File: src/tiny_cpu_pkg.sv
package tiny_cpu_pkg;

  localparam int data_w        = 8;    // Data and address width
  localparam int mem_depth     = 256;  // Bytes per memory
  localparam int reg_count     = 4;
  localparam int reg_addr_bits = $clog2(reg_count);

  localparam logic [reg_addr_bits-1:0] link_reg = 2'd3;  // jal return address

  // Write-back source select
  localparam logic [1:0] wb_alu     = 2'd0;
  localparam logic [1:0] wb_operand = 2'd1;
  localparam logic [1:0] wb_mem     = 2'd2;
  localparam logic [1:0] wb_link    = 2'd3;

  typedef enum logic [3:0] {
    op_add  = 4'h0,
    op_sub  = 4'h1,
    op_and  = 4'h2,
    op_or   = 4'h3,
    op_xor  = 4'h4,
    op_shl  = 4'h5,
    op_mov  = 4'h6,
    op_li   = 4'h7,
    op_lw   = 4'h8,
    op_sw   = 4'h9,
    op_beq  = 4'hA,
    op_bne  = 4'hB,
    op_j    = 4'hC,
    op_jal  = 4'hD,
    op_jr   = 4'hE,
    op_halt = 4'hF
  } opcode_t;

  typedef enum logic [1:0] {
    fetch   = 2'd0,
    operand = 2'd1,
    exec    = 2'd2,
    mem     = 2'd3
  } cpu_state_t;

  // Next PC source
  typedef enum logic [1:0] {
    pc_seq = 2'd0,
    pc_rel = 2'd1,
    pc_abs = 2'd2,
    pc_reg = 2'd3
  } pc_sel_t;

  typedef struct packed {
    logic [data_w-1:0] addr;
    logic [data_w-1:0] data;
  } load_t;

  typedef struct packed {
    opcode_t                  alu_op;
    logic                     reg_w_en;
    logic [1:0]               wb_sel;
    logic                     mem_w_en;
    logic                     mem_r_en;
    logic [reg_addr_bits-1:0] reg_addr_w;
    logic [reg_addr_bits-1:0] reg_addr_0;
    logic [reg_addr_bits-1:0] reg_addr_1;
  } ctrl_t;

  typedef struct packed {
    logic [data_w-1:0]        pc;
    opcode_t                  opcode;
    logic                     reg_w_en;
    logic [reg_addr_bits-1:0] reg_addr_w;
    logic [data_w-1:0]        reg_data_w;
    logic                     mem_w_en;
    logic [data_w-1:0]        mem_addr;
    logic [data_w-1:0]        mem_data;
    logic                     overflow;
  } retire_t;

endpackage
File: src/data_mem.sv
module data_mem import tiny_cpu_pkg::*;
(
  input  logic              clk,
  input  logic [data_w-1:0] data_address,
  input  logic [data_w-1:0] write_data,
  input  logic              write_enable,
  input  logic              read_enable,
  output logic [data_w-1:0] read_data
);

  logic [data_w-1:0] bytes [mem_depth];

  always_ff @(posedge clk)
  begin
    if (write_enable)
      bytes[data_address] <= write_data;
  end

  // Read issued in exec, data ready for write-back in mem
  always_ff @(posedge clk)
  begin
    if (read_enable)
      read_data <= bytes[data_address];
  end

endmodule

File: config.mk
export PLATFORM = sky130hd
export DESIGN_NAME = data_mem
export DESIGN_NICKNAME = d
export VERILOG_FILES = /design/src/tiny_cpu_pkg.sv /design/src/data_mem.sv
export SDC_FILE = /design/constraint.sdc
export NUM_CORES = 2
export LEC_CHECK = 0
export BUFFER_PORTS_ARGS = -buffer_cell sky130_fd_sc_hd__clkbuf_2
export CORE_ASPECT_RATIO = 0.7
export CORE_UTILIZATION = 30
export DETAILED_ROUTE_END_ITERATION = 7
export PLACE_DENSITY_LB_ADDON = 0.3
export SLEW_MARGIN = 20
export SYNTH_ARGS = -nofsm -noshare
export SYNTH_HDL_FRONTEND = slang
export SYNTH_SLANG_ARGS = --single-unit
File: constraint.sdc
create_clock -name clk -period 2.9 [get_ports clk]
set_input_delay 0.58 -clock clk [delete_from_list [all_inputs] [get_ports clk]]
set_output_delay 0.58 -clock clk [all_outputs]
set_load 0.01 [all_outputs]
==> flow_summary_export.csv <==
group,metric,value,unit
die,core_area,259000,µm²
clocking,clockRootBuffer,"clkbuf_16",
worst_setup_path,critPathKind,"input pin to flip-flop",
worst_setup_path,endpoint_kind,"flip-flop",
worst_setup_path,r2r_cells,6,
cells_and_area,post-route-util,36.2,%
clocking,cts.sinks,2056,
cells_and_area,areaGrowthSynthToFinish,19.5,%
pwr,p_per_area,638,nW/µm²
timing,slew_violations,0,
grt,grt_pass1_wl,306,mm
synth,synth_cell_types,21,
synth,syn_nets,3566,
cells_and_area,drive_gt1_share,33.4,%
timing,rsz0062_at_grt,"false",
timing,fmax,0.342,GHz
die,rows,156,
synth,synth.avg_cell_area,22.2,µm²
routing,via_per_inst,5.09,
place,gp_congestion,0.814,
synth,syn_inst,3547,
timing,tightest_slew,1.00,ns
timing,fin_ws,-0.0250,ns
worst_setup_path,crit_path_start_kind,"input pin",
synth,syn_area,78600,µm²
synth,ys_seq_area_share,78.6,%
grt,grt_antenna_before_repair,17,
worst_hold_path,hold_path.class,"input pin to flip-flop",
timing,slew_headroom,33.1,%
timing,finalSetupViolations,1,
place,dpl.hpwl,139,mm
cells_and_area,multiInputGateArea,15900,µm²
grt,grt_max_degree,87,
timing,post-route-period-util,101,%
worst_setup_path,cp.required,3.46,ns
pwr,leakage,29.3,nW
clocking,cts.path.max_buffers,4,
grt,grt_util_all_layers,16.2,%
run_status,violations,"negative setup slack",
clocking,htreeDepth,4,
routing,num_vias,39700,
routing,routed_wl,215,mm
timing,whs,0.174,ns
die,die_area,264000,µm²
cells_and_area,fin_area,93900,µm²
run_status,status,"finished with violations",
clocking,insertion_delay,0.85,ns
timing,skew,0.0526,ns
die,initial_core_util,30.3,%
grt,grt_pass1_vias,39700,
place,io_buffer_count,26,
pwr,total_power,59.9,mW
cells_and_area,fillers,23800,
cells_and_area,finalNonFillerCells,7796,
die,die_width,614,µm
clocking,cts_buffers,191,
worst_setup_path,crit_arrival,3.48,ns
timing,hold_viol,0,
worst_hold_path,hold_path_depth,1,
clocking,postCtsSetupRepairBufs,0,
synth,synth_warnings,0,
pwr,max-vdd-ir-drop,499,µV
worst_setup_path,crit_fanout,20,
die,io-pin-count,27,
routing,dr.pass1.iters,5,
routing,detail-route-antenna-nets,0,
cells_and_area,final_common_cell,"edfxtp_1",
die,fp.dieH,430,µm
synth,ys_ff_latch,2056,
routing,drt_iter0_drc,4847,
job,maxCapViolations,0,
clocking,cts_tree,"yes",
timing,finalCriticalPeriod,2.92,ns
routing,wl_per_cell,27.6,µm
cells_and_area,regArea,61700,µm²
place,placed_cell_area,88100,µm²
cells_and_area,layout_common_cells,"2056 x edfxtp_1, 547 x buf_4, 512 x mux4_2",
place,placed_cells,7460,
grt,gr-total-overflow,0,
clocking,path_clk_slew,0.06,ns
cells_and_area,fin_nets,4196,
routing,drcViolationCount,0,
==> sequential cells by signal, indices dropped and copies added, names as in the netlist <==
name / flops
bytes: 2048
read_data: 8
==> critical path, stage by stage <==
cell	delay (ns)
buf_8	0.24
buf_12	0.30
buf_4	0.22
mux4_2	0.51
a22oi_1	0.38
a21oi_1	0.18
o41ai_1	0.68
buf_4	0.24
nand4_1	0.09
==> logic make-up after synthesis <==
family                 synth area share [%]
DFF                                    78.6
muxes                                  14.7
AOI/OAI and AO/OA                      3.62
and+or+nand+nor                        1.73
buffers and inverters                  1.40
==> stage by stage <==
stage	TNS, ns	setup WS [ns]
CTS	0	0.00636
detailed placement	-42.83	-1.21
finish	-0.0250	-0.0250
floorplan	0	0.101
global placement	-25.20	-1.13
global route	0	0.0219
==> synthesized netlist by cell type (all sizes together) <==
library cell / instances / area, µm²
nand2: 28 / 105
a21oi: 128 / 641
nand2b: 6 / 37.5
or3: 1 / 6.26
nor2b: 7 / 43.8
edfxtp: 2056 / 61700
mux4: 512 / 11500
a22oi: 256 / 1920
o41ai: 32 / 280
nand3: 13 / 65.1
or2: 2 / 12.5
nor3: 30 / 150
inv: 1 / 3.75
buf: 87 / 552
nor2: 232 / 871
nand4: 8 / 50.1
and2: 3 / 18.8
clkbuf: 145 / 544
==> worst paths after layout <==
check,to,start,slack [ns]
setup / recovery,read_data[4],data_address[0],-0.02
hold / removal,bytes[215][0],write_data[0],0.17
setup reg to reg,read_data[4],bytes[253][4],0.24
hold reg to reg,read_data[6],bytes[99][6],0.99
==> power breakdown <==
| group | total [mW] | switching [mW] | internal [mW] |
|---|---|---|---|
| Combinational | 3.32 | 2.01 | 1.32 |
| Sequential | 32.8 | 0.0369 | 32.8 |
| Clock | 23.8 | 10.8 | 13.0 |
| Total | 59.9 | 12.8 | 47.1 |
==> what timing repair did <==
action / in CTS / in global routing
gates resized for setup: 5 / 4
hold buffers: 0 / 0
endpoints found under the hold margin: 0 / 0
setup endpoints to repair: 4 / 4
==> cell type report <==
class	count	share of cell area, %
Antenna cell	5	0.0133
Clock buffer	253	5.47
Clock inverter	78	0.565
Inverter	1	0.00400
Multi-Input combinational cell	1258	16.9
Sequential cell	2056	65.8
Tap cell	3476	4.63
Timing Repair Buffer	669	6.67
==> per-layer routing <==
layer,GRT usage [%],vias to the layer above,wire length (µm)
met5,0,-,28
met4,2.94,4,3540
met3,4.07,243,19800
met2,22.4,1498,90600
met1,25.5,21500,101000
li1,-,16400,-
Note: power is estimated with default switching activity, not from simulation.
