[config.mk]
export PLATFORM = sky130hd
export DESIGN_NAME = instruction_mem
export DESIGN_NICKNAME = d
export VERILOG_FILES = /design/src/tiny_cpu_pkg.sv /design/src/instruction_mem.sv
export SDC_FILE = /design/constraint.sdc
export NUM_CORES = 2
export LEC_CHECK = 0
export BUFFER_PORTS_ARGS = -buffer_cell sky130_fd_sc_hd__clkbuf_2
export CAP_MARGIN = 20
export CORE_ASPECT_RATIO = 1.1
export CORE_MARGIN = 4
export CORE_UTILIZATION = 45
export CTS_BUF_LIST = sky130_fd_sc_hd__clkbuf_8 sky130_fd_sc_hd__clkbuf_16
export CTS_CLUSTER_DIAMETER = 60
export CTS_CLUSTER_SIZE = 14
export DETAILED_ROUTE_END_ITERATION = 10
export PLACE_DENSITY_LB_ADDON = 0.1
export SYNTH_ARGS = -nofsm -noshare
export SYNTH_HDL_FRONTEND = slang
export SYNTH_SLANG_ARGS = --single-unit
[constraint.sdc]
create_clock -name clk -period 10.5 [get_ports clk]
set_input_delay 2.1 -clock clk [delete_from_list [all_inputs] [get_ports clk]]
set_output_delay 2.1 -clock clk [all_outputs]
set_load 0.05 [all_outputs]
[src/tiny_cpu_pkg.sv]
package tiny_cpu_pkg;

  localparam int data_w        = 8;    // Data and address width
  localparam int mem_depth     = 256;  // Bytes per memory
  localparam int reg_count     = 4;
  localparam int reg_addr_bits = $clog2(reg_count);

  localparam logic [reg_addr_bits-1:0] link_reg = 2'd3;  // jal return address

  // Write-back source select
  localparam logic [1:0] wb_alu     = 2'd0;
  localparam logic [1:0] wb_operand = 2'd1;
  localparam logic [1:0] wb_mem     = 2'd2;
  localparam logic [1:0] wb_link    = 2'd3;

  typedef enum logic [3:0] {
    op_add  = 4'h0,
    op_sub  = 4'h1,
    op_and  = 4'h2,
    op_or   = 4'h3,
    op_xor  = 4'h4,
    op_shl  = 4'h5,
    op_mov  = 4'h6,
    op_li   = 4'h7,
    op_lw   = 4'h8,
    op_sw   = 4'h9,
    op_beq  = 4'hA,
    op_bne  = 4'hB,
    op_j    = 4'hC,
    op_jal  = 4'hD,
    op_jr   = 4'hE,
    op_halt = 4'hF
  } opcode_t;

  typedef enum logic [1:0] {
    fetch   = 2'd0,
    operand = 2'd1,
    exec    = 2'd2,
    mem     = 2'd3
  } cpu_state_t;

  // Next PC source
  typedef enum logic [1:0] {
    pc_seq = 2'd0,
    pc_rel = 2'd1,
    pc_abs = 2'd2,
    pc_reg = 2'd3
  } pc_sel_t;

  typedef struct packed {
    logic [data_w-1:0] addr;
    logic [data_w-1:0] data;
  } load_t;

  typedef struct packed {
    opcode_t                  alu_op;
    logic                     reg_w_en;
    logic [1:0]               wb_sel;
    logic                     mem_w_en;
    logic                     mem_r_en;
    logic [reg_addr_bits-1:0] reg_addr_w;
    logic [reg_addr_bits-1:0] reg_addr_0;
    logic [reg_addr_bits-1:0] reg_addr_1;
  } ctrl_t;

  typedef struct packed {
    logic [data_w-1:0]        pc;
    opcode_t                  opcode;
    logic                     reg_w_en;
    logic [reg_addr_bits-1:0] reg_addr_w;
    logic [data_w-1:0]        reg_data_w;
    logic                     mem_w_en;
    logic [data_w-1:0]        mem_addr;
    logic [data_w-1:0]        mem_data;
    logic                     overflow;
  } retire_t;

endpackage
[src/instruction_mem.sv]
module instruction_mem import tiny_cpu_pkg::*;
(
  input  logic              clk,
  input  logic              reset,
  input  logic              run,
  input  logic              load_req,
  input  load_t             load,
  output logic              load_ack,
  input  logic [data_w-1:0] pc,
  output logic [data_w-1:0] instruction,
  output logic [data_w-1:0] operand_byte
);

  logic [data_w-1:0] prog [mem_depth];
  logic              load_write;

  // Byte is taken in the same edge that raises ack
  assign load_write = load_req && !load_ack && !run;

  // Four-phase handshake, ack follows req one cycle later
  always_ff @(posedge clk)
  begin
    if (reset)
      load_ack <= 1'b0;
    else if (load_write)
      load_ack <= 1'b1;
    else if (!load_req)
      load_ack <= 1'b0;
  end

  always_ff @(posedge clk)
  begin
    if (load_write)
      prog[load.addr] <= load.data;
  end

  assign instruction  = prog[pc];
  assign operand_byte = prog[pc + 8'd1];  // Wraps at the top of memory

  ack_follows_req: assert property (@(posedge clk) disable iff (reset)
    $rose(load_ack) |-> $past(load_req));

  // Host must finish loading before the core runs
  no_load_while_run: assert property (@(posedge clk) disable iff (reset)
    run |-> !load_req);

endmodule

==> impl_metrics.tcl <==
set metrics [dict create \
    ys.flop_type "edfxtp_1" \
    drt-initial-drc-count 7387 \
    p_total_w 0.0176 \
    core_area_um2 214000 \
    setup_viol 0 \
    place_area_um2 101000 \
    synth_most_common_cell "edfxtp_1" \
    post_cts_buffers 0 \
    ctsHoldBuffers 0 \
    avgRoutedWirePerCell_um 40.5 \
    cellLeakagePower_nw 32.9 \
    ir_drop_mv 0.192 \
    holdPathStages 2 \
    synth_nets 4851 \
    die-area_um2 223000 \
    cts_made_buffers 181 \
    root_buffer "clkbuf_16" \
    finClkSkew_ns 0.0202 \
    syn_avg_cell_area_um2 20.1 \
    design_area_um2 107000 \
    viasPerCell 6.88 \
    synth_area_leaders "edfxtp_1 (63%), mux4_2 (26%), mux2i_1 (2.4%), nor2_1 (1.1%), nand2_1 (0.89%)" \
    rr_worst_depth 4 \
    grt_pass1_wl_um 442000 \
    ys_seq_elements 2049 \
    antenna_found_initial 22 \
    power_density_nw_per_um2 165 \
    synth_commonest_cells "edfxtp_1 (2048), mux4_2 (1111), nor2_1 (288), mux2i_1 (237), nand2_1 (231)" \
    critPathMaxFanout 49 \
    drive_above_1_share_pct 34.5 \
    area_growth_pct 10.0 \
    synth.top_cell.area_share_pct 63.5 \
    clock.fmax_mhz 110 \
    yosysTopAreaCell "edfxtp_1" \
    ant_nets 0 \
    ys_warn_count 0 \
    max_stage_delay_ns 0.96 \
    rsz0062_at_grt "false" \
    critPathCaptureType "primary output" \
    cts_buffer_depth 3 \
    fin_crit_sh_pct 86.6 \
    hpwl_um 207000 \
    slowest_stage "a221oi_1" \
    holdCritStartpoint "load_ack$_SDFFE_PP0P_" \
    first_pass_iters 8 \
    r2r_setup_slack_ns 7.53 \
    pre_cts_ws_ns 1.49 \
    arrival_ns 6.99 \
    drt_wl_total_um 319000 \
    worstSkewPairLatency_ns 0.83 \
    clkSlewWorstSetupHoldPaths_ns 0.06 \
    rr_endpoint "prog[63][1]$_DFFE_PP_" \
    drv_cap 0 \
    crit_type "in -> out" \
    synth_cell_type_count 63 \
    drc 0 \
    fp.dieH_um 495 \
    rows 178 \
    h-tree-depth 4 \
    syn_inst 4822 \
    tightestPinTransition_ns 1.31 \
    status "finished, final reports clean" \
    slew_violations 0 \
    r2r-start "load_ack$_SDFFE_PP0P_" \
    cp_num_buf_inv 5 \
    hp-class "reg -> reg" \
    hold_viol_final 0 \
    cpLargestDelayFamily "buffers and inverters" \
    worstPathCellList "buf_8 -> buf_4 -> mux4_2 -> mux4_2 -> a221oi_1 -> a2111oi_0 -> buf_2 -> buf_4 -> a21boi_0 -> clkbuf_2" \
    ys_seq_area_share_pct 63.5 \
    portBuffers 44 \
    synth_area_um2 96900 \
    clock-sinks 2049 \
    initial_utilization_pct 45.3 \
    fin_ws_ns 1.41 \
    grt_usage_pct 28.5 \
    grt-ovfl-total 0 \
    vias 54200 \
    cts_tree "built" \
    min_to "load_ack$_SDFFE_PP0P_" \
    tns_ns 0 \
    final_nets 4929 \
    critPathRequiredTime_ns 8.40 \
    grt_pass1_vias 54000 \
    gp_congestion 0.873 \
    period_needed_ns 9.09 \
    io_pins 45 \
    async_reset_ff_share_pct 0 \
    die_w_um 450 \
    grt_max_degree 197 \
    slew_headroom_pct 12.4 \
    startpoint_type "primary input" \
    synth-edff-count 2048 \
    cts-resized-gates 0 \
]
==> tightest hold or removal path, cell delays in order (launching register included) <==
cell     delay [ns]
dfxtp_1        0.33
nor2b_1        0.12
nor3b_1        0.06
==> metrics by stage <==
stage                     hold WS [ns]  utilization [%]  instances
after global routing             0.579             49.8       7875
after CTS                        0.549             49.8       7863
after floorplan                  0.727                -       4822
after global placement           0.513             47.0       7555
after detailed placement         0.540             47.2       7589
final                            0.548             49.8       7879
==> power breakdown <==
part	total [W]	switching (W)	leakage (nW)	internal [W]
registers	0.00900	0.00000217	18.4	0.00900
logic	0.00197	0.00124	11.7	0.000730
clock network	0.00661	0.00305	2.79	0.00356
==> layer usage <==
layer  track usage, %  part of all wire, %  vias to the layer above
li1                 -                    -                    20900
met1             39.6                   39                    29600
met2             45.8                   48                     3110
met3             5.00                  8.5                      499
met4             10.5                  3.9                       12
met5                0                0.027                        -
==> area by class of cell <==
class	count	area (µm²)
Clock buffer	188	4700
Clock inverter	86	866
Antenna cell	8	20.0
Timing Repair Buffer	296	2730
Fill cell	17100	107000
Inverter	4	27.5
Sequential cell	2049	61500
Multi-Input combinational cell	2368	33100
Tap cell	2880	3600
==> sequential cells by signal, indices dropped and copies added, names as in the netlist <==
register,cells
prog,2048
load_ack,1
==> layout by cell type (no fill, tap or decap), types with 23 or more instances in the layout <==
master / n
nor2_1: 285
clkbuf_2: 32
inv_1: 23
buf_12: 35
mux4_2: 1111
nand3_1: 84
clkbuf_16: 188
a21oi_1: 32
buf_4: 196
nand4_1: 53
mux2_2: 43
nand2_1: 229
o22ai_1: 25
edfxtp_1: 2048
a221oi_1: 41
mux2i_1: 237
==> worst max-delay path by stage <==
stage	depth (start not counted)	end	from
after floorplan	10	operand_byte[4]	pc[0]
after global placement	9	instruction[1]	pc[1]
after detailed placement	11	operand_byte[0]	pc[1]
after CTS	11	operand_byte[0]	pc[1]
after global routing	12	instruction[2]	pc[1]
final	10	instruction[2]	pc[1]
==> cells by family after synthesis <==
| group | count (synthesis) | share of synthesized area (%) |
|---|---|---|
| compound gates | 250 | 1.95 |
| xor+xnor | 9 | 0.108 |
| fa+ha+maj | 1 | 0.0129 |
| buf+inv | 405 | 2.49 |
| flops | 2049 | 63.5 |
| mux | 1391 | 28.8 |
| simple gates | 717 | 3.16 |
Power figures use the tool's default switching activity.
