==> src/tiny_cpu_pkg.sv <==
package tiny_cpu_pkg;

  localparam int data_w        = 8;    // Data and address width
  localparam int mem_depth     = 256;  // Bytes per memory
  localparam int reg_count     = 4;
  localparam int reg_addr_bits = $clog2(reg_count);

  localparam logic [reg_addr_bits-1:0] link_reg = 2'd3;  // jal return address

  // Write-back source select
  localparam logic [1:0] wb_alu     = 2'd0;
  localparam logic [1:0] wb_operand = 2'd1;
  localparam logic [1:0] wb_mem     = 2'd2;
  localparam logic [1:0] wb_link    = 2'd3;

  typedef enum logic [3:0] {
    op_add  = 4'h0,
    op_sub  = 4'h1,
    op_and  = 4'h2,
    op_or   = 4'h3,
    op_xor  = 4'h4,
    op_shl  = 4'h5,
    op_mov  = 4'h6,
    op_li   = 4'h7,
    op_lw   = 4'h8,
    op_sw   = 4'h9,
    op_beq  = 4'hA,
    op_bne  = 4'hB,
    op_j    = 4'hC,
    op_jal  = 4'hD,
    op_jr   = 4'hE,
    op_halt = 4'hF
  } opcode_t;

  typedef enum logic [1:0] {
    fetch   = 2'd0,
    operand = 2'd1,
    exec    = 2'd2,
    mem     = 2'd3
  } cpu_state_t;

  // Next PC source
  typedef enum logic [1:0] {
    pc_seq = 2'd0,
    pc_rel = 2'd1,
    pc_abs = 2'd2,
    pc_reg = 2'd3
  } pc_sel_t;

  typedef struct packed {
    logic [data_w-1:0] addr;
    logic [data_w-1:0] data;
  } load_t;

  typedef struct packed {
    opcode_t                  alu_op;
    logic                     reg_w_en;
    logic [1:0]               wb_sel;
    logic                     mem_w_en;
    logic                     mem_r_en;
    logic [reg_addr_bits-1:0] reg_addr_w;
    logic [reg_addr_bits-1:0] reg_addr_0;
    logic [reg_addr_bits-1:0] reg_addr_1;
  } ctrl_t;

  typedef struct packed {
    logic [data_w-1:0]        pc;
    opcode_t                  opcode;
    logic                     reg_w_en;
    logic [reg_addr_bits-1:0] reg_addr_w;
    logic [data_w-1:0]        reg_data_w;
    logic                     mem_w_en;
    logic [data_w-1:0]        mem_addr;
    logic [data_w-1:0]        mem_data;
    logic                     overflow;
  } retire_t;

endpackage
==> src/program_counter.sv <==
module program_counter import tiny_cpu_pkg::*;
(
  input  logic              clk,
  input  logic              reset,
  input  logic              pc_load,
  input  pc_sel_t           pc_sel,
  input  logic [data_w-1:0] jump_offset,
  input  logic [data_w-1:0] reg_target,
  output logic [data_w-1:0] pc
);

  logic [data_w-1:0] pc_next;

  // Two-byte instructions step once past the opcode in operand state,
  // so pc already sits on the second byte when the target is chosen
  always_comb
  begin
    case (pc_sel)
      pc_seq:  pc_next = pc + 8'd1;
      pc_rel:  pc_next = pc + 8'd1 + jump_offset;  // Offset from the byte after the operand
      pc_abs:  pc_next = jump_offset;
      default: pc_next = reg_target;  // jr
    endcase
  end

  always_ff @(posedge clk)
  begin
    if (reset)
      pc <= '0;
    else if (pc_load)
      pc <= pc_next;
  end

endmodule

==> config.mk <==
export PLATFORM = sky130hd
export DESIGN_NAME = program_counter
export DESIGN_NICKNAME = d
export VERILOG_FILES = /design/src/tiny_cpu_pkg.sv /design/src/program_counter.sv
export SDC_FILE = /design/constraint.sdc
export NUM_CORES = 1
export LEC_CHECK = 0
export BUFFER_PORTS_ARGS = -buffer_cell sky130_fd_sc_hd__buf_2
export CAP_MARGIN = 20
export CORE_ASPECT_RATIO = 1.4
export CORE_MARGIN = 1.5
export CORE_UTILIZATION = 33
export CTS_CLUSTER_DIAMETER = 50
export DETAILED_ROUTE_END_ITERATION = 12
export GPL_ROUTABILITY_DRIVEN = 0
export PLACE_DENSITY = 0.65
export SLEW_MARGIN = 15
export SYNTH_ARGS = -nofsm -noshare
export SYNTH_HDL_FRONTEND = slang
export SYNTH_SLANG_ARGS = --single-unit
export TNS_END_PERCENT = 30
==> constraint.sdc <==
create_clock -name clk -period 6.5 [get_ports clk]
set_input_delay 0.65 -clock clk [delete_from_list [all_inputs] [get_ports clk]]
set_output_delay 0.65 -clock clk [all_outputs]
set_load 0.02 [all_outputs]
==> flow_metrics.py <==
metrics = {
    "run_status": {
        "outcome": "finished clean",
    },
    "sta": {
        "tns_ns": 0,
        "holdWs_ns": 0.548,
        "period_share_pct": 40.8,
        "relSlewSlack_pct": 71.4,
        "drv_slew": 0,
        "finalHoldViolations": 0,
        "final-setup-viol-count": 0,
        "min_period_ns": 2.65,
        "skew_ns": 0.00347,
        "rsz0062_at_grt": "no",
        "worstMarginPinSlew_ns": 0.424,
        "max_freq_mhz": 377,
    },
    "hold_path": {
        "hold_path_class": "reg -> reg",
        "holdPathEnd": "pc[7]$_SDFFE_PP0P_",
        "hold_start": "pc[7]$_SDFFE_PP0P_",
        "worstHoldPathCells": 1,
    },
    "die": {
        "die_y_um": 66.4,
        "start_util_pct": 35.5,
        "ios": 29,
        "dieWidth_um": 48.3,
        "dieArea_sq_um": 3210,
        "row_count": 22,
        "core_area_sq_um": 2670,
    },
    "worst_setup_path": {
        "path_delay_family": "simple AND/OR/NAND/NOR gates",
        "path_class": "reg -> reg",
        "end_kind": "flip-flop",
        "r2r_start": "pc[1]$_SDFFE_PP0P_",
        "required_ns": 6.64,
        "crit_chain": "ha_1, nand3_1, xnor2_1, ha_1, nand2_1, nor3_1, nor3_1, or3b_1, mux2i_1, a221o_1",
        "rr_worst_depth": 10,
        "crit_cells": 10,
        "cp.buffers_inverters": 0,
        "worst-path-max-fanout": 6,
        "reg2reg_slack_ns": 3.85,
        "startpoint_type": "flip-flop",
        "reg2reg_to": "pc[7]$_SDFFE_PP0P_",
        "crit_arrival_ns": 2.79,
        "cpMaxStageDelayCell": "dfxtp_1",
        "cp_slowest_stage_delay_ns": 0.44,
    },
    "yosys": {
        "synthCells": 110,
        "synth.largest_area_cell": "dfxtp_1",
        "yosysWarningCount": 0,
        "syn-num-nets": 140,
        "ys_top_cells_by_area": "dfxtp_1, mux4_2, ha_1",
        "synth-seq-cells": 8,
        "async_reset_ff_share_pct": 0,
        "synth_edf_count": 0,
        "synth-main-ff-cell": "dfxtp_1",
        "synth.distinct_cells": 35,
        "syn_area_per_cell_sq_um": 8.61,
        "synthTopCellsByCount": "inv_1, dfxtp_1, ha_1",
        "yosysSeqAreaShare_pct": 16.9,
        "synth.top_cell.area_share_pct": 16.9,
        "synth_most_common_cell": "inv_1",
        "synth_area_sq_um": 947,
    },
    "clocking": {
        "clk_pin_slew_ns": 0.05,
        "postCtsSetupBuffers": 0,
        "clkSinkCount": 8,
        "ctsHoldBuffers": 0,
        "clkLatencyLatePin_ns": 0.25,
        "clock_path_buffers": 2,
        "cts.repair.resized": 0,
        "cts_tree": "done",
        "cts_max_level": 1,
        "numCtsBuffers": 3,
        "cts_root_buf": "clkbuf_4",
    },
    "detailed_routing": {
        "num_vias": 949,
        "wl_per_cell_um": 13.3,
        "detail_route.first_pass.iterations": 4,
        "drt-vias-per-instance": 5.49,
        "wirelength_um": 2300,
        "drc": 0,
        "drtIter0Drc": 31,
        "ant_nets": 0,
    },
    "global_routing": {
        "grt_pass1_wl_um": 3880,
        "grt_overflow": 0,
        "grt_pass1_vias": 886,
        "antenna_found_initial": 0,
        "grt_max_degree": 14,
        "grt_use_total_pct": 16.7,
    },
    "flow_run": {
        "max_cap_viol_count": 0,
    },
    "placed_design": {
        "place_hpwl_um": 1930,
        "numPortBuffers": 28,
    },
    "power": {
        "p_seq_share_pct": 31.2,
        "power_density_nw_per_um2": 174,
        "p_sw_share_pct": 37.9,
        "internal_power_w": 0.000123,
        "vdd_ir_drop_max_mv": 0.0658,
        "clockPowerShare_pct": 18.8,
        "p_sw_w": 0.0000748,
        "leakagePower_nw": 0.541,
        "finalPower_w": 0.000197,
        "comb_power_share_pct": 50.0,
    },
    "final_layout": {
        "nets": 169,
        "area_delta_synth_final_pct": 20.1,
        "fillers": 279,
        "largest_reg_flops": 8,
        "drive_gt1_share_pct": 29.2,
        "antenna_cells": 0,
    },
}
==> placed cells by master (no fill, tap or decap) <==
cell,synthesis,layout
buf_2,2,28
inv_1,9,9
ha_1,8,8
dfxtp_1,8,8
nand3_1,7,7
xnor2_1,7,7
nor2_1,7,7
a21oi_1,6,6
mux4_2,5,5
mux2i_1,5,5
nand2_1,5,5
nor3b_1,4,4
nor3_1,4,4
and3_1,3,3
xor2_1,3,3
a211oi_1,3,3
clkbuf_4,0,3
inv_2,2,2
a21o_1,2,2
o41ai_1,2,2
o21ai_0,2,2
o211ai_1,1,1
nand2b_1,1,1
o21ai_1,1,1
or3_1,1,1
o2111ai_1,1,1
or3b_1,1,1
a221o_1,1,1
a21oi_4,1,1
o21a_2,1,1
a221oi_1,1,1
o21bai_1,1,1
mux2_1,1,1
a31o_1,1,1
fa_1,1,1
==> power groups by stage <==
stage / Clock (W) / Combinational (W) / Sequential [W]
after global placement: 0 / 0.0000956 / 0.0000622
after CTS: 0.0000378 / 0.0000989 / 0.0000616
after detailed placement: 0 / 0.0000985 / 0.0000626
after global routing: 0.0000386 / 0.000110 / 0.0000625
after floorplan: 0 / 0.0000681 / 0.0000673
final: 0.0000372 / 0.0000986 / 0.0000615
==> layout make-up <==
cell class / count / area [sq um] / area share, %
inverter: 11 / 41.3 / 3.63
clock buffer: 3 / 22.5 / 1.98
multi-input combinational: 87 / 728 / 64.0
sequential: 8 / 160 / 14.1
timing repair buffer: 28 / 140 / 12.3
tap: 36 / 45.0 / 3.96
==> worst max-delay path by stage <==
| stage | endpoint | start |
|---|---|---|
| 3_5_place_dp | pc[7]$_SDFFE_PP0P_ | pc[1]$_SDFFE_PP0P_ |
| 6_report | pc[7]$_SDFFE_PP0P_ | pc[1]$_SDFFE_PP0P_ |
| 4_1_cts | pc[7]$_SDFFE_PP0P_ | pc[1]$_SDFFE_PP0P_ |
| 2_1_floorplan | pc[7]$_SDFFE_PP0P_ | pc[2]$_SDFFE_PP0P_ |
| 3_3_place_gp | pc[7]$_SDFFE_PP0P_ | pc[0]$_SDFFE_PP0P_ |
| 5_1_grt | pc[7]$_SDFFE_PP0P_ | pc[0]$_SDFFE_PP0P_ |
==> cell families (layout without fill, tap and decap cells) <==
group	after synthesis	after routing	share of synthesized area, %
and+or+nand+nor	33	33	18.0
muxes	11	11	18.4
buffers and inverters	15	42	6.21
adders and majority gates	9	9	12.7
DFF	8	8	16.9
xor gates and xnor gates	10	10	9.25
AOI/OAI and AO/OA	24	24	18.6
==> through the flow <==
stage               util (%)  instance area [sq um]  worst slack [ns]  cells
CTS                     42.6                   1140              3.83    173
finish                  42.6                   1140              3.85    173
global placement        41.8                   1110              3.86    170
floorplan                  -                    947              3.91    110
detailed placement      41.8                   1110              3.84    170
global route            42.6                   1140              3.65    173
==> routing by layer <==
| metal | up-vias | GRT usage (%) | part of all wire (%) |
|---|---|---|---|
| met1 | 463 | 20.8 | 42 |
| met2 | 19 | 26.6 | 53 |
| met4 | 0 | 10.1 | 2.1 |
| met5 | - | 0 | 0 |
| li1 | 463 | - | - |
| met3 | 4 | 0.820 | 2.6 |
(Power assumes the default switching activity.)
