$ cat src/tiny_cpu_pkg.sv
package tiny_cpu_pkg;

  localparam int data_w        = 8;    // Data and address width
  localparam int mem_depth     = 256;  // Bytes per memory
  localparam int reg_count     = 4;
  localparam int reg_addr_bits = $clog2(reg_count);

  localparam logic [reg_addr_bits-1:0] link_reg = 2'd3;  // jal return address

  // Write-back source select
  localparam logic [1:0] wb_alu     = 2'd0;
  localparam logic [1:0] wb_operand = 2'd1;
  localparam logic [1:0] wb_mem     = 2'd2;
  localparam logic [1:0] wb_link    = 2'd3;

  typedef enum logic [3:0] {
    op_add  = 4'h0,
    op_sub  = 4'h1,
    op_and  = 4'h2,
    op_or   = 4'h3,
    op_xor  = 4'h4,
    op_shl  = 4'h5,
    op_mov  = 4'h6,
    op_li   = 4'h7,
    op_lw   = 4'h8,
    op_sw   = 4'h9,
    op_beq  = 4'hA,
    op_bne  = 4'hB,
    op_j    = 4'hC,
    op_jal  = 4'hD,
    op_jr   = 4'hE,
    op_halt = 4'hF
  } opcode_t;

  typedef enum logic [1:0] {
    fetch   = 2'd0,
    operand = 2'd1,
    exec    = 2'd2,
    mem     = 2'd3
  } cpu_state_t;

  // Next PC source
  typedef enum logic [1:0] {
    pc_seq = 2'd0,
    pc_rel = 2'd1,
    pc_abs = 2'd2,
    pc_reg = 2'd3
  } pc_sel_t;

  typedef struct packed {
    logic [data_w-1:0] addr;
    logic [data_w-1:0] data;
  } load_t;

  typedef struct packed {
    opcode_t                  alu_op;
    logic                     reg_w_en;
    logic [1:0]               wb_sel;
    logic                     mem_w_en;
    logic                     mem_r_en;
    logic [reg_addr_bits-1:0] reg_addr_w;
    logic [reg_addr_bits-1:0] reg_addr_0;
    logic [reg_addr_bits-1:0] reg_addr_1;
  } ctrl_t;

  typedef struct packed {
    logic [data_w-1:0]        pc;
    opcode_t                  opcode;
    logic                     reg_w_en;
    logic [reg_addr_bits-1:0] reg_addr_w;
    logic [data_w-1:0]        reg_data_w;
    logic                     mem_w_en;
    logic [data_w-1:0]        mem_addr;
    logic [data_w-1:0]        mem_data;
    logic                     overflow;
  } retire_t;

endpackage
$ cat src/control_unit.sv
module control_unit import tiny_cpu_pkg::*;
(
  input  logic              clk,
  input  logic              reset,
  input  logic              run,
  input  logic [data_w-1:0] instruction,
  input  logic [data_w-1:0] operand_byte,
  input  logic              equal,
  input  logic              overflow,
  input  logic [data_w-1:0] pc,
  input  logic [data_w-1:0] reg_data_w,
  input  logic [data_w-1:0] mem_addr,
  input  logic [data_w-1:0] mem_data,
  output ctrl_t             ctrl,
  output logic              pc_load,
  output pc_sel_t           pc_sel,
  output logic [data_w-1:0] operand,
  output logic              retire_valid,
  output retire_t           retire,
  output logic              halted
);

  cpu_state_t               state;
  logic [data_w-1:0]        instr_q;
  logic [data_w-1:0]        pc_q;  // Address of the instruction in flight
  opcode_t                  op;
  opcode_t                  fetch_op;
  logic [reg_addr_bits-1:0] rd;
  logic [reg_addr_bits-1:0] rs;
  logic                     two_byte;
  logic                     branch_taken;

  assign op       = opcode_t'(instr_q[7:4]);
  assign rd       = instr_q[3:2];
  assign rs       = instr_q[1:0];
  assign fetch_op = opcode_t'(instruction[7:4]);
  assign two_byte = fetch_op inside {op_li, op_beq, op_bne, op_j, op_jal};

  assign branch_taken = (op == op_beq && equal) || (op == op_bne && !equal);

  always_ff @(posedge clk)
  begin
    if (reset)
    begin
      state   <= fetch;
      instr_q <= '0;
      operand <= '0;
      halted  <= 1'b0;
    end
    else if (!run)
    begin
      state   <= fetch;
      operand <= '0;  // pc_abs below then parks the PC at 0
    end
    else
    begin
      case (state)
        fetch:
          if (!halted)
          begin
            instr_q <= instruction;
            pc_q    <= pc;
            state   <= two_byte ? tiny_cpu_pkg::operand : exec;
          end
        tiny_cpu_pkg::operand:
        begin
          operand <= operand_byte;
          state   <= exec;
        end
        exec:
        begin
          state <= (op == op_lw) ? mem : fetch;
          if (op == op_halt)
            halted <= 1'b1;
        end
        default:
          state <= fetch;  // mem ends the load
      endcase
    end
  end

  always_comb
  begin
    ctrl            = '0;
    ctrl.alu_op     = op;
    ctrl.reg_addr_0 = (op == op_lw) ? rs : rd;  // Read port 0 carries the memory address
    ctrl.reg_addr_1 = rs;
    ctrl.reg_addr_w = (op == op_jal) ? link_reg : rd;
    ctrl.wb_sel     = wb_alu;
    pc_load         = 1'b0;
    pc_sel          = pc_seq;
    retire_valid    = 1'b0;
    if (!run)
    begin
      pc_load = 1'b1;
      pc_sel  = pc_abs;
    end
    else
    begin
      case (state)
        tiny_cpu_pkg::operand:
          pc_load = 1'b1;  // Step past the opcode byte onto the operand
        exec:
        begin
          case (op)
            op_add, op_sub, op_and, op_or, op_xor, op_shl, op_mov:
              ctrl.reg_w_en = 1'b1;
            op_li:
            begin
              ctrl.reg_w_en = 1'b1;
              ctrl.wb_sel   = wb_operand;
            end
            op_lw:
              ctrl.mem_r_en = 1'b1;
            op_sw:
              ctrl.mem_w_en = 1'b1;
            op_beq, op_bne:
              if (branch_taken)
                pc_sel = pc_rel;
            op_j:
              pc_sel = pc_abs;
            op_jal:
            begin
              pc_sel        = pc_abs;
              ctrl.reg_w_en = 1'b1;
              ctrl.wb_sel   = wb_link;
            end
            op_jr:
              pc_sel = pc_reg;
            default: ;
          endcase
          pc_load      = (op != op_lw);
          retire_valid = (op != op_lw);
        end
        mem:
        begin
          ctrl.reg_w_en = 1'b1;
          ctrl.wb_sel   = wb_mem;
          pc_load       = 1'b1;
          retire_valid  = 1'b1;
        end
        default: ;
      endcase
    end
  end

  // Unused fields are zeroed so records compare cleanly
  always_comb
  begin
    retire.pc         = pc_q;
    retire.opcode     = op;
    retire.reg_w_en   = ctrl.reg_w_en;
    retire.reg_addr_w = ctrl.reg_w_en ? ctrl.reg_addr_w : '0;
    retire.reg_data_w = ctrl.reg_w_en ? reg_data_w : '0;
    retire.mem_w_en   = ctrl.mem_w_en;
    retire.mem_addr   = (op == op_lw || op == op_sw) ? mem_addr : '0;
    retire.mem_data   = ctrl.mem_w_en ? mem_data : '0;
    retire.overflow   = overflow;  // ALU gives 0 outside add and sub
  end

  // PC must sit on the second byte once the operand is taken
  pc_on_operand_byte: assert property (@(posedge clk) disable iff (reset)
    (run && state == tiny_cpu_pkg::operand) |=> pc == pc_q + 8'd1);

  halted_sticky: assert property (@(posedge clk)
    $fell(halted) |-> $past(reset));

endmodule

$ cat config.mk
export PLATFORM = sky130hd
export DESIGN_NAME = control_unit
export DESIGN_NICKNAME = d
export VERILOG_FILES = /design/src/tiny_cpu_pkg.sv /design/src/control_unit.sv
export SDC_FILE = /design/constraint.sdc
export NUM_CORES = 1
export LEC_CHECK = 0
export ABC_AREA = 1
export ABC_CLOCK_PERIOD_IN_PS = 1400
export BUFFER_PORTS_ARGS = -buffer_cell sky130_fd_sc_hd__buf_2
export CORE_MARGIN = 2
export CORE_UTILIZATION = 36
export DETAILED_ROUTE_END_ITERATION = 10
export GPL_ROUTABILITY_DRIVEN = 0
export GPL_TIMING_DRIVEN = 0
export PLACE_DENSITY = 0.86
export SYNTH_ARGS = -nofsm -noshare
export SYNTH_HDL_FRONTEND = slang
export SYNTH_SLANG_ARGS = --single-unit
$ cat constraint.sdc
create_clock -name clk -period 1.4 [get_ports clk]
set_input_delay 0.07 -clock clk [delete_from_list [all_inputs] [get_ports clk]]
set_output_delay 0.07 -clock clk [all_outputs]
set_load 0.01 [all_outputs]
==> out/summary.txt <==
status = complete, but fails checks
failing checks = setup timing
hold crit path type = input port to flop
crit path time final = 1510 ps
Ports = 122
worst-path fanout max = 5
post-route design area = 0.00256 mm²
Primary FF master, synth = dfxtp_1
Slew HR = 0.838
syn_nets = 279
IR drop worst, VDD = 0.000461 V
final worst setup slack = -109 ps
CTS H-tree lvls = 1
initial antenna violation count = 0
die area = 0.00505 mm²
sequential area share after synthesis = 0.384
largest net degree at the start of global routing = 18
final period utilization = 1.08
vias per inst = 4.33
CTS sink cnt = 27
clock share of power = 0.241
Finished Layout Cells = 419
most frequent cells in the layout = buf_2, nor2_1, inv_1, nand2_1
register bit total from synthesis = 27
share of cells above drive strength 1 = 0.548
Final Hold Fails = 0
Placed Instance Area = 0.00229 mm²
drt drc = 0
Post-synth EDFFs = 8
Num CTS Buffers = 3
fmax = 663 MHz
max-slew violations = 0
Synth async-reset ratio = 0
Worst setup EP type = output port
Worst EP required = 1330 ps
Avg Synthesized Cell Area = 7.16 µm²
setup tns final = -2110 ps
Cells after Synth = 226
core area = 0.00435 mm²
Longest Clk Path Bufs = 2
IO buf count = 120
wire length per cell = 10.5 µm
Detailed Route Iter0 Violations = 39
measured slew at the worst slew-check pin = 242 ps
post-synthesis cell area = 0.00162 mm²
Pwr Density = 748 mW/mm²
placed cell count = 398
Detail Route Antenna Nets = 0
total global routing overflow = 0
Clock Skews = 4.80 ps
switch share = 0.310
GRT Overall Usage = 0.162
Setup WS pre-CTS = -133 ps
num rows = 24
Cell variety after synth = 24
unrepaired setup endpoints after global routing = yes
setup violators final = 36
Comb power frac = 0.289
first-pass GRT wire length = 6.69 mm
Total Wirelength = 4.39 mm
Chip Height = 71.0 µm
DRT Pass-1 Iters = 4
clock-pin transition on the worst setup and hold timing paths = 100 ps
worst path arrival time = 1440 ps
antenna diode count = 0
area grow syn2layout = 58.2%
internal power = 0.00132 W
DIE WIDTH = 71.0 µm
Root Driver = clkbuf_8
max-cap viol count = 0
vias in the first global route = 1,590
total number of vias = 1,815
most common cell after layout, fill and taps aside = buf_2
Net Sw Power = 0.000593 W
Setup CP Type = flop to output port
Ys Warns = 0
Leakage = 1.50 nW
worst-skew pair later-pin latency = 270 ps
Power Total = 0.00191 W
layout net count = 421
Flop pwr share = 0.470
Worst setup SP type = flop
final HPWL from detailed placement = 3.40 mm
starting density of the core = 0.372
CTS tree = done
routing by layer:
| layer | vias to the layer above | share of wire | track usage |
|---|---|---|---|
| li1 | 953 | - | - |
| met1 | 799 | 0.41 | 0.197 |
| met2 | 59 | 0.52 | 0.293 |
| met5 | - | 0 | 0 |
| met3 | 4 | 0.050 | 0.0199 |
| met4 | 0 | 0.011 | 0.0587 |
path summary, 6_finish.rpt:
kind	startpoint	end	slack [ps]	cells after the start
min	operand_byte[3]	operand[3]	10	3
max	instr_q[4]	retire[17]	-110	8
min reg2reg	operand[7]	operand[7]	490	2
max reg2reg	state[0]	pc_q[4]	70	3
power groups by stage:
stage	Clock [W]	Sequential [W]	Combinational (W)
floorplan	0	0.000913	0.000285
detailed placement	0	0.000915	0.000481
global placement	0	0.000913	0.000471
global route	0.000514	0.000906	0.000613
finish	0.000461	0.000900	0.000553
CTS	0.000475	0.000899	0.000529
registers in the layout (all words and copies together), names as in the netlist:
signal   cells
instr_q      8
state        2
halted       1
operand      8
pc_q         8
stage by stage:
| step | util | hold slack [ps] |
|---|---|---|
| 2_1_floorplan | - | 139 |
| 3_3_place_gp | 0.525 | 247 |
| 3_5_place_dp | 0.525 | 248 |
| 4_1_cts | 0.575 | 9.27 |
| 5_1_grt | 0.588 | 8.19 |
| 6_report | 0.588 | 10.5 |
final cells by class:
cell class	instances	area (µm²)
clock inverters	1	8.76
inverters	49	195
repair buffers	136	747
well taps	52	65.1
fillers	394	1790
flip-flops and latches	27	641
multi-input cells	137	746
clock buffers	3	41.3
plain buffers	14	116
cell families after synthesis:
| kind of cell | share of synthesized area |
|---|---|
| DFF | 0.384 |
| and+or+nand+nor | 0.350 |
| buffers and inverters | 0.185 |
| AOI/OAI and AO/OA | 0.0812 |
Yosys cell counts, types with 2 or more instances:
| master | n | area [µm²] |
|---|---|---|
| dfxtp_1 | 19 | 380 |
| o21ai_0 | 7 | 35.0 |
| nor2_8 | 2 | 40.0 |
| nor2_1 | 53 | 199 |
| inv_4 | 2 | 12.5 |
| nand2_1 | 27 | 101 |
| buf_4 | 13 | 97.6 |
| nor2_4 | 3 | 33.8 |
| inv_2 | 7 | 26.3 |
| edfxtp_1 | 8 | 240 |
| o21ai_1 | 9 | 45.0 |
| nor2_2 | 20 | 125 |
| inv_1 | 39 | 146 |
| o211ai_1 | 3 | 22.5 |
| nand2_4 | 2 | 22.5 |
| a21oi_1 | 4 | 20.0 |
critical path: stages (launching register included):
cell     delay (ps)
dfxtp_4         400
inv_4            50
nor2_4          100
inv_2            70
nor2_4          180
nand2_4         120
inv_2            80
buf_6            80
buf_6            90
timing repair:
action / 4_1_cts / 5_1_grt
setup endpoints to repair: 48 / 47
endpoints found under the hold margin: 8 / 0
resized for setup: 20 / 8
pin swaps: 3 / 8
hold buffers: 8 / 0
buffers inserted: 4 / 4
gates cloned: 1 / 0
Power figures use the tool's default switching activity.
