$ cat config.mk
export PLATFORM = sky130hd
export DESIGN_NAME = register_file
export DESIGN_NICKNAME = d
export VERILOG_FILES = /design/src/tiny_cpu_pkg.sv /design/src/register_file.sv
export SDC_FILE = /design/constraint.sdc
export NUM_CORES = 1
export LEC_CHECK = 0
export BUFFER_PORTS_ARGS = -buffer_cell sky130_fd_sc_hd__buf_2
export CAP_MARGIN = 0
export CORE_ASPECT_RATIO = 0.5
export CORE_MARGIN = 4
export CORE_UTILIZATION = 52
export CTS_CLUSTER_SIZE = 10
export DETAILED_ROUTE_END_ITERATION = 10
export GPL_TIMING_DRIVEN = 0
export HOLD_SLACK_MARGIN = 0.1
export PLACE_DENSITY_LB_ADDON = 0.25
export SYNTH_ARGS = -nofsm -noshare
export SYNTH_HDL_FRONTEND = slang
export SYNTH_SLANG_ARGS = --single-unit
$ cat constraint.sdc
create_clock -name clk -period 1.95 [get_ports clk]
set_input_delay 0.585 -clock clk [delete_from_list [all_inputs] [get_ports clk]]
set_output_delay 0.585 -clock clk [all_outputs]
set_load 0.01 [all_outputs]
$ cat src/tiny_cpu_pkg.sv
package tiny_cpu_pkg;

  localparam int data_w        = 8;    // Data and address width
  localparam int mem_depth     = 256;  // Bytes per memory
  localparam int reg_count     = 4;
  localparam int reg_addr_bits = $clog2(reg_count);

  localparam logic [reg_addr_bits-1:0] link_reg = 2'd3;  // jal return address

  // Write-back source select
  localparam logic [1:0] wb_alu     = 2'd0;
  localparam logic [1:0] wb_operand = 2'd1;
  localparam logic [1:0] wb_mem     = 2'd2;
  localparam logic [1:0] wb_link    = 2'd3;

  typedef enum logic [3:0] {
    op_add  = 4'h0,
    op_sub  = 4'h1,
    op_and  = 4'h2,
    op_or   = 4'h3,
    op_xor  = 4'h4,
    op_shl  = 4'h5,
    op_mov  = 4'h6,
    op_li   = 4'h7,
    op_lw   = 4'h8,
    op_sw   = 4'h9,
    op_beq  = 4'hA,
    op_bne  = 4'hB,
    op_j    = 4'hC,
    op_jal  = 4'hD,
    op_jr   = 4'hE,
    op_halt = 4'hF
  } opcode_t;

  typedef enum logic [1:0] {
    fetch   = 2'd0,
    operand = 2'd1,
    exec    = 2'd2,
    mem     = 2'd3
  } cpu_state_t;

  // Next PC source
  typedef enum logic [1:0] {
    pc_seq = 2'd0,
    pc_rel = 2'd1,
    pc_abs = 2'd2,
    pc_reg = 2'd3
  } pc_sel_t;

  typedef struct packed {
    logic [data_w-1:0] addr;
    logic [data_w-1:0] data;
  } load_t;

  typedef struct packed {
    opcode_t                  alu_op;
    logic                     reg_w_en;
    logic [1:0]               wb_sel;
    logic                     mem_w_en;
    logic                     mem_r_en;
    logic [reg_addr_bits-1:0] reg_addr_w;
    logic [reg_addr_bits-1:0] reg_addr_0;
    logic [reg_addr_bits-1:0] reg_addr_1;
  } ctrl_t;

  typedef struct packed {
    logic [data_w-1:0]        pc;
    opcode_t                  opcode;
    logic                     reg_w_en;
    logic [reg_addr_bits-1:0] reg_addr_w;
    logic [data_w-1:0]        reg_data_w;
    logic                     mem_w_en;
    logic [data_w-1:0]        mem_addr;
    logic [data_w-1:0]        mem_data;
    logic                     overflow;
  } retire_t;

endpackage
$ cat src/register_file.sv
module register_file import tiny_cpu_pkg::*;
(
  input  logic                     clk,
  input  logic                     reset,
  input  logic [reg_addr_bits-1:0] reg_addr_0,
  input  logic [reg_addr_bits-1:0] reg_addr_1,
  input  logic [reg_addr_bits-1:0] reg_addr_w,
  input  logic                     reg_w_en,
  input  logic [data_w-1:0]        reg_data_w,
  output logic [data_w-1:0]        reg_data_0,
  output logic [data_w-1:0]        reg_data_1
);

  logic [data_w-1:0] regs [reg_count];

  always_ff @(posedge clk)
  begin
    if (reset)
    begin
      for (int i = 0; i < reg_count; i++)
        regs[i] <= '0;
    end
    else if (reg_w_en)
      regs[reg_addr_w] <= reg_data_w;
  end

  // Combinational reads, no bypass of the pending write
  assign reg_data_0 = regs[reg_addr_0];
  assign reg_data_1 = regs[reg_addr_1];

endmodule

==> run summary, run 1 <==
Synth Cell Area -> 1670 um^2
Combinational power share -> 15.5%
DR WL/cell -> 19.4 um
DR vias -> 972
Post-CTS Setup Repair Bufs -> 0
Area of the multi-input gates -> 674 um^2
Seq/Total Area, Yosys -> 57.5%
Async set-reset flop share out of synthesis -> 0%
Largest registers -> regs (32)
Die area -> 4240 um^2
Crit path kind -> input pin to output port
Slew HR -> 37.1%
Clock sink count -> 32
Setup violations, final -> 1
Yosys top cell by area -> edfxtp_1
CTS H-tree depth -> 2
CP required -> 1360 ps
Fin nets -> 146
Sw frac -> 22.3%
Seq pwr share -> 48.4%
Max reg flops -> 32
Chip height -> 48.1 um
Port Buf Inserts -> 28
Post-synth EDFFs -> 32
First-pass GRT wire length -> 4.89 mm
Diodes inserted -> 0
Worst-path maximum fanout -> 8
Final core utilization -> 67.0%
Setup total negative slack -> -7.96 ps
Min Hold Slack -> 613 ps
Static leakage -> 0.771 nW
Post-synth top flop -> edfxtp_1
Max Root-Sink Buffers -> 2
Syn Inst Count -> 94
Layout cells sized above 1 -> 53.1%
Post-placement cell count -> 162
Filler cells -> 225
Die W -> 88.2 um
Setup ws final -> -7.96 ps
Critical path arrival -> 1370 ps
Core region area -> 3050 um^2
Reg with most FFs -> regs
Crit. End Element -> output port
GPL Wtd Cong -> 0.779
Cell Rows -> 14
Fmax -> 511 MHz
Initial antenna violation count -> 0
Number of global-route vias before repair -> 948
Starting DRC count in detailed routing -> 51
VDD IR max -> 678 uV
RSZ-0062 raised after global routing -> yes
Clock-pin transition on the worst setup and hold timing paths -> 70 ps
Synth cell count leaders -> edfxtp_1, and2_1, mux4_2
Syn avg cell area -> 17.8 um^2
Gr usage total -> 17.0%
Register Area -> 961 um^2
Placed wire-length estimate -> 2.33 mm
Slew Viols, Final -> 0
CTS tree -> yes
Worst slack, placed -> -72.6 ps
Cell variety after synth -> 13
Fin cells -> 170
Count leader, synth -> edfxtp_1
DR pass1 iterations -> 4
Mapped Nets -> 111
CTS Buf Count -> 5
Ranking of synthesized cells by area -> edfxtp_1, mux4_2, and2_1, and2_2, and4bb_4
Residual DRC -> 0
Final Critical Period -> 1960 ps
Internal power -> 1.35 mW
# IOs -> 33
Drt via density -> 5.72
Grt ovf -> 0
Ys Warns -> 0
Largest net degree at the start of global routing -> 11
Area growth syn-to-layout -> 22.2%
Worst slew pin tran -> 942 ps
Pwr/cell area -> 848 nW/um^2
Yosys reg bits -> 32
Clock network power share -> 36.1%
Antenna Nets Post-Route -> 0
Initial Utilization -> 54.8%
Status -> complete, but fails checks
Total power -> 1.73 mW
Design area -> 2040 um^2
Hold Vio Cnt, Final -> 0
Drt total wl -> 3.30 mm
CTS Root Cell -> clkbuf_8
Synth top area share -> 57.5%
Max_cap viols -> 0
Startpoint Class -> input pin
Failing checks -> setup timing
Final period util -> 100%
Switching Power -> 387 uW
Hold Crit Class -> input pin to flop
Area post-placement -> 1860 um^2
-- cells in the final DEF (no fill, tap or decap), types with 2 or more instances in the layout --
master,n
o21bai_1,2
a31o_2,2
and2_2,8
clkbuf_8,5
clkbuf_2,2
mux4_2,16
buf_12,2
buf_6,9
and4bb_4,2
and2_1,24
edfxtp_1,32
buf_2,19
-- repair_timing --
| item | CTS | global route |
|---|---|---|
| pin swaps | 0 | 0 |
| resized for setup | 6 | 7 |
| setup endpoints to repair | 16 | 11 |
| hold buffers | 0 | 0 |
| hold endpoints to repair | 0 | 0 |
-- critical path, stage by stage --
cell and delay [ps]:
buf_12 120, mux4_2 520, buf_6 140
-- routing by layer --
| metal | GRT usage (%) | up-vias | share of wire [%] |
|---|---|---|---|
| met2 | 30.5 | 28 | 52 |
| li1 | - | 440 | - |
| met3 | 5.56 | 6 | 5.4 |
| met4 | 5.12 | 0 | 0.94 |
| met5 | 0 | - | 0 |
| met1 | 20.6 | 498 | 42 |
-- power by group through the flow --
| stage | combinational [mW] | sequential, mW | clock (mW) |
|---|---|---|---|
| 2_1_floorplan | 0.149 | 0.842 | 0 |
| 3_3_place_gp | 0.230 | 0.848 | 0 |
| 3_5_place_dp | 0.235 | 0.855 | 0 |
| 4_1_cts | 0.246 | 0.840 | 0.625 |
| 5_1_grt | 0.288 | 0.845 | 0.660 |
| 6_report | 0.269 | 0.840 | 0.625 |
-- final timing paths --
check / slack, ps / cells past startpoint / startpoint / end
worst min-delay path: 610 / 2 / reg_data_w[4] / regs[3][4]
worst max-delay path: -8 / 3 / reg_addr_1[0] / reg_data_1[5]
-- logic make-up (layout without fill, tap and decap cells) --
| family | count (synthesis) | count (layout) | share of synthesized area [%] |
|---|---|---|---|
| simple gates | 37 | 37 | 16.8 |
| compound gates | 4 | 4 | 1.95 |
| mux | 16 | 16 | 21.6 |
| flops | 32 | 32 | 57.5 |
| buf+inv | 5 | 41 | 2.17 |
-- final cells by class --
type | count | share of cell area [%]
plain buffers | 4 | 2.45
well taps | 40 | 2.45
flip-flops and latches | 32 | 47.0
clock buffers | 6 | 3.55
multi-input cells | 57 | 33.0
inverters | 1 | 0.184
repair buffers | 28 | 9.61
clock inverters | 2 | 1.71
(Power assumes the default switching activity.)
==> inputs of run 2 (changes only) <==
--- a/config.mk
+++ b/config.mk
@@ -5,15 +5,16 @@
 export SDC_FILE = /design/constraint.sdc
 export NUM_CORES = 1
 export LEC_CHECK = 0
-export BUFFER_PORTS_ARGS = -buffer_cell sky130_fd_sc_hd__buf_2
+export ABC_AREA = 1
 export CAP_MARGIN = 0
 export CORE_ASPECT_RATIO = 0.5
 export CORE_MARGIN = 4
 export CORE_UTILIZATION = 52
 export CTS_CLUSTER_SIZE = 10
 export DETAILED_ROUTE_END_ITERATION = 10
+export DONT_BUFFER_PORTS = 1
 export GPL_TIMING_DRIVEN = 0
-export HOLD_SLACK_MARGIN = 0.1
+export HOLD_SLACK_MARGIN = 0.12
 export PLACE_DENSITY_LB_ADDON = 0.25
 export SYNTH_ARGS = -nofsm -noshare
 export SYNTH_HDL_FRONTEND = slang
==> run 2 against run 1 <==
Net effect:
- the flow now finishes without violations
- first-iteration DRC count rose to 3.5 times the previous value
- sequential power decreased by 0.8%
- global-route usage up 3.7 points
- final cell count grew 78%
- die area up 11%
- worst setup slack better by 91 ps
- routed wire length increased by 40%
- count of clock-buffer cells in the layout decreased by 1
==> run summary, run 2 <==
Status -> complete, no violations
Count leader, synth -> nand2_1
Min Hold Slack -> 570 ps
Die W -> 93.2 um
Initial Utilization -> 54.6%
Commonest non-fill, non-tap cells in the layout -> nand2_1, inv_1, nand3_1, edfxtp_1, nor2_1
Drt via density -> 5.42
Gr usage total -> 20.7%
Core region area -> 3450 um^2
Internal power -> 1.25 mW
Post-CTS Hold Buffers -> 0
Slew HR -> 48.5%
Max Root-Sink Buffers -> 2
Final Critical Period -> 1870 ps
Synth top area share -> 51.0%
Hold Path Depth -> 2
Hold Crit Class -> input pin to flop
Seq pwr share -> 49.3%
Clock network power share -> 35.6%
DR vias -> 1636
Drt total wl -> 4.61 mm
Chip height -> 50.6 um
Residual DRC -> 0
Filler cells -> 312
Slew Viols, Final -> 0
Final core utilization -> 59.5%
DR WL/cell -> 15.3 um
WHS Endpoint -> regs[0][2]
Pwr/cell area -> 822 nW/um^2
Post-synth top flop -> edfxtp_1
Starting DRC count in detailed routing -> 178
Synth cell count leaders -> nand2_1, inv_1, nand3_1
Syn avg cell area -> 7.76 um^2
Combinational power share -> 15.1%
Ranking of synthesized cells by area -> edfxtp_1, nand2_1, inv_1, nand3_1, nor2_1
Area post-placement -> 1950 um^2
CTS Root Cell -> clkbuf_8
Port Buf Inserts -> 0
Post-CTS Setup Repair Bufs -> 0
Diodes inserted -> 0
Cell variety after synth -> 15
Die area -> 4710 um^2
Antenna Nets Post-Route -> 0
VDD IR max -> 405 uV
Switching Power -> 437 uW
Startpoint Class -> input pin
Fin nets -> 267
Yosys reg bits -> 32
# IOs -> 33
Post_cts resized -> 0
Seq/Total Area, Yosys -> 51.0%
CTS H-tree depth -> 2
Largest registers -> regs (32)
Static leakage -> 1.01 nW
Post-synth EDFFs -> 32
Cell Rows -> 15
Most common cell after layout, fill and taps aside -> nand2_1
CTS tree -> yes
Worst-path maximum fanout -> 10
Fin cells -> 302
Crit path kind -> input pin to output port
RSZ-0062 raised after global routing -> no
Yosys top cell by area -> edfxtp_1
Max reg flops -> 32
Max_cap viols -> 0
Hold Vio Cnt, Final -> 0
Clock sink count -> 32
Post-placement cell count -> 294
CTS Buf Count -> 5
Ys Warns -> 0
Setup violations, final -> 0
Reg with most FFs -> regs
Crit. End Element -> output port
Layout cells sized above 1 -> 9.56%
Number of global-route vias before repair -> 1463
Hold_sp -> reg_data_w[2]
Syn Inst Count -> 243
Clock-pin transition on the worst setup and hold timing paths -> 70 ps
Critical path arrival -> 1280 ps
Design area -> 2060 um^2
Synth Cell Area -> 1890 um^2
Mapped Nets -> 260
DR pass1 iterations -> 6
Initial antenna violation count -> 0
GPL Wtd Cong -> 0.882
Async set-reset flop share out of synthesis -> 0%
Largest net degree at the start of global routing -> 11
Sw frac -> 25.9%
Area growth syn-to-layout -> 9.02%
Fmax -> 536 MHz
CP required -> 1360 ps
First-pass GRT wire length -> 7.39 mm
Final period util -> 95.8%
Grt ovf -> 0
Placed wire-length estimate -> 3.38 mm
Worst slew pin tran -> 768 ps
run 2: worst max-delay path by stage:
stage             startpoint             to  cells after the start
6_report       reg_addr_0[0]  reg_data_0[1]                      6
4_1_cts        reg_addr_w[0]     regs[2][3]                      3
3_5_place_dp   reg_addr_w[0]     regs[2][3]                      3
3_3_place_gp   reg_addr_w[0]     regs[2][3]                      3
5_1_grt        reg_addr_0[0]  reg_data_0[1]                      6
2_1_floorplan  reg_addr_w[0]     regs[2][0]                      3
run 2: area by class of cell:
type | count | area (um^2) | area share (%)
buffer | 9 | 68.8 | 3.35
clock buffer | 5 | 68.8 | 3.35
clock inverter | 3 | 37.5 | 1.83
inverter | 48 | 180 | 8.76
multi-input combinational | 154 | 676 | 32.9
sequential | 32 | 961 | 46.7
tap | 51 | 63.8 | 3.10
run 2: power by group through the flow:
stage | clock network, mW | registers, mW | logic [mW]
3_3_place_gp | 0 | 0.845 | 0.241
2_1_floorplan | 0 | 0.835 | 0.197
4_1_cts | 0.604 | 0.831 | 0.252
3_5_place_dp | 0 | 0.846 | 0.251
5_1_grt | 0.644 | 0.835 | 0.285
6_report | 0.602 | 0.833 | 0.255
run 2: routing by layer:
metal | vias to the layer above | wire length [um] | track usage, %
met5 | - | 0 | 0
met4 | 0 | 25 | 6.33
met3 | 4 | 561 | 6.14
met2 | 107 | 1990 | 28.0
met1 | 759 | 2040 | 31.4
li1 | 766 | - | -
run 2: worst max-delay path, cell delays in order:
cell and delay (ps):
buf_4 150, inv_2 130, buf_6 160, nand2_1 50, nand3_1 90, nand2_1 110
run 2: cells by family after synthesis:
kind of cell,Yosys count,synth area share (%)
and+or+nand+nor,153,35.6
buffers and inverters,57,13.2
DFF,32,51.0
AOI/OAI and AO/OA,1,0.265
run 2: metrics by stage:
stage,TNS [ps],power [mW],setup slack (ps)
after CTS,0,1.69,61.6
after global placement,-1400,1.09,-175
final,0,1.69,82.9
after detailed placement,-1850,1.10,-231
after global routing,0,1.76,6.26
after floorplan,0,1.03,124
==> inputs of run 3 (changes only) <==
--- a/config.mk
+++ b/config.mk
@@ -8,7 +8,7 @@
 export ABC_AREA = 1
 export CAP_MARGIN = 0
 export CORE_ASPECT_RATIO = 0.5
-export CORE_MARGIN = 4
+export CORE_MARGIN = 3
 export CORE_UTILIZATION = 52
 export CTS_CLUSTER_SIZE = 10
 export DETAILED_ROUTE_END_ITERATION = 10
==> run 3 against run 2 <==
Net effect:
- final cell count shrank 1.3%
- largest power group unchanged
- die area shrank 6.0%
- clock power shrank 26%
- flip-flop and latch count is the same
- combinational power is essentially flat
- sequential power is essentially flat
==> run summary, run 3 (synthesized netlist as in run 2, its figures left out) <==
Chip height -> 48.6 um
DR vias -> 1584
CP required -> 1360 ps
Pwr/cell area -> 758 nW/um^2
First-pass GRT wire length -> 7.09 mm
CTS H-tree depth -> 2
Seq pwr share -> 54.5%
Reg with most FFs -> regs
Die W -> 91.2 um
Gr usage total -> 20.7%
CTS tree -> yes
Diodes inserted -> 0
Area of the multi-input gates -> 676 um^2
Final period util -> 95.7%
Area growth syn-to-layout -> 7.23%
Routing usage on met2 -> 27.4%
Routing usage on met3 -> 4.02%
Filler cells -> 288
Critical path arrival -> 1280 ps
Min Hold Slack -> 568 ps
Placed wire-length estimate -> 3.31 mm
Most common cell after layout, fill and taps aside -> nand2_1
Clock network power share -> 29.0%
Fmax -> 536 MHz
VDD IR max -> 457 uV
Crit path kind -> input pin to output port
Internal power -> 1.12 mW
CTS Buf Count -> 5
Static leakage -> 1.00 nW
DR WL/cell -> 15.1 um
Max Root-Sink Buffers -> 2
# IOs -> 33
Initial Utilization -> 58.5%
Drt via density -> 5.32
Clock-pin transition on the worst setup and hold timing paths -> 60 ps
CTS Root Cell -> clkbuf_8
Max reg flops -> 32
GRT Max-Usage Layer -> met1
Worst slew pin tran -> 749 ps
Hold Vio Cnt, Final -> 0
Grt ovf -> 0
Antenna Nets Post-Route -> 0
Worst-path maximum fanout -> 10
Post-CTS Hold Buffers -> 0
Layout cells sized above 1 -> 9.20%
Register Area -> 961 um^2
Final Critical Period -> 1870 ps
Core region area -> 3220 um^2
Combinational power share -> 16.6%
Clock sink count -> 32
Crit. End Element -> output port
Setup ws final -> 83.4 ps
Cell Rows -> 14
RSZ-0062 raised after global routing -> no
Die area -> 4430 um^2
Largest registers -> regs (32)
Starting DRC count in detailed routing -> 118
Switching Power -> 416 uW
Sw frac -> 27.2%
Total power -> 1.53 mW
GR Util met1 -> 33.2%
Max_cap viols -> 0
Setup violations, final -> 0
Residual DRC -> 0
Drt total wl -> 4.51 mm
Initial antenna violation count -> 0
Fin nets -> 267
Worst slack, placed -> -227 ps
Startpoint Class -> input pin
Setup total negative slack -> 0 ps
GPL Wtd Cong -> 0.903
DR pass1 iterations -> 6
Status -> complete, no violations
Hold Crit Class -> input pin to flop
Largest net degree at the start of global routing -> 11
Port Buf Inserts -> 0
Slew HR -> 49.7%
Number of global-route vias before repair -> 1425
Slew Viols, Final -> 0
Commonest non-fill, non-tap cells in the layout -> nand2_1, inv_1, nand3_1, edfxtp_1, nor2_1
[run 3: cell count changes in the layout (fill, tap and decap cells not counted), sizes merged]
cell | before | now
bufinv | 1 | 0
[run 3: final cells by class]
| type | instances | area share, % |
|---|---|---|
| well taps | 48 | 2.97 |
| clock inverters | 2 | 0.371 |
| multi-input cells | 154 | 33.4 |
| inverters | 48 | 8.91 |
| clock buffers | 5 | 3.40 |
| flip-flops and latches | 32 | 47.5 |
| plain buffers | 9 | 3.40 |
[run 3: path summary, 6_finish.rpt]
| kind | from | end | slack [ps] | cells past startpoint |
|---|---|---|---|---|
| max | reg_addr_0[0] | reg_data_0[3] | 80 | 6 |
| min | reg_data_w[7] | regs[1][7] | 570 | 2 |
[run 3: power by group through the flow]
stage	Clock (mW)	Sequential [mW]	Combinational, mW
floorplan	0	0.835	0.197
global placement	0	0.847	0.238
detailed placement	0	0.847	0.249
CTS	0.449	0.833	0.250
global route	0.479	0.837	0.283
finish	0.444	0.835	0.254
[run 3: what timing repair did]
action | CTS | global route
buffers inserted | 0 | 0
gates resized for setup | 0 | 1
setup endpoints to repair | 0 | 8
[run 3: metrics by stage]
stage,instance area (um^2),util [%],cells
CTS,2020,62.7,298
detailed placement,1950,60.4,291
finish,2020,62.7,298
floorplan,1890,-,243
global placement,1950,60.4,291
global route,2020,62.7,298
[run 3: layer usage]
metal	up-vias	part of all wire (%)	routed length [um]
li1	764	-	-
met2	92	41	1830
met3	11	9.9	448
met1	717	48	2160
met5	-	0	0
met4	0	1.6	72
[run 3: critical path, cell delays in order]
cell,delay (ps)
buf_4,150
inv_2,130
buf_6,160
nand2_1,70
nand3_1,80
nand2_1,110
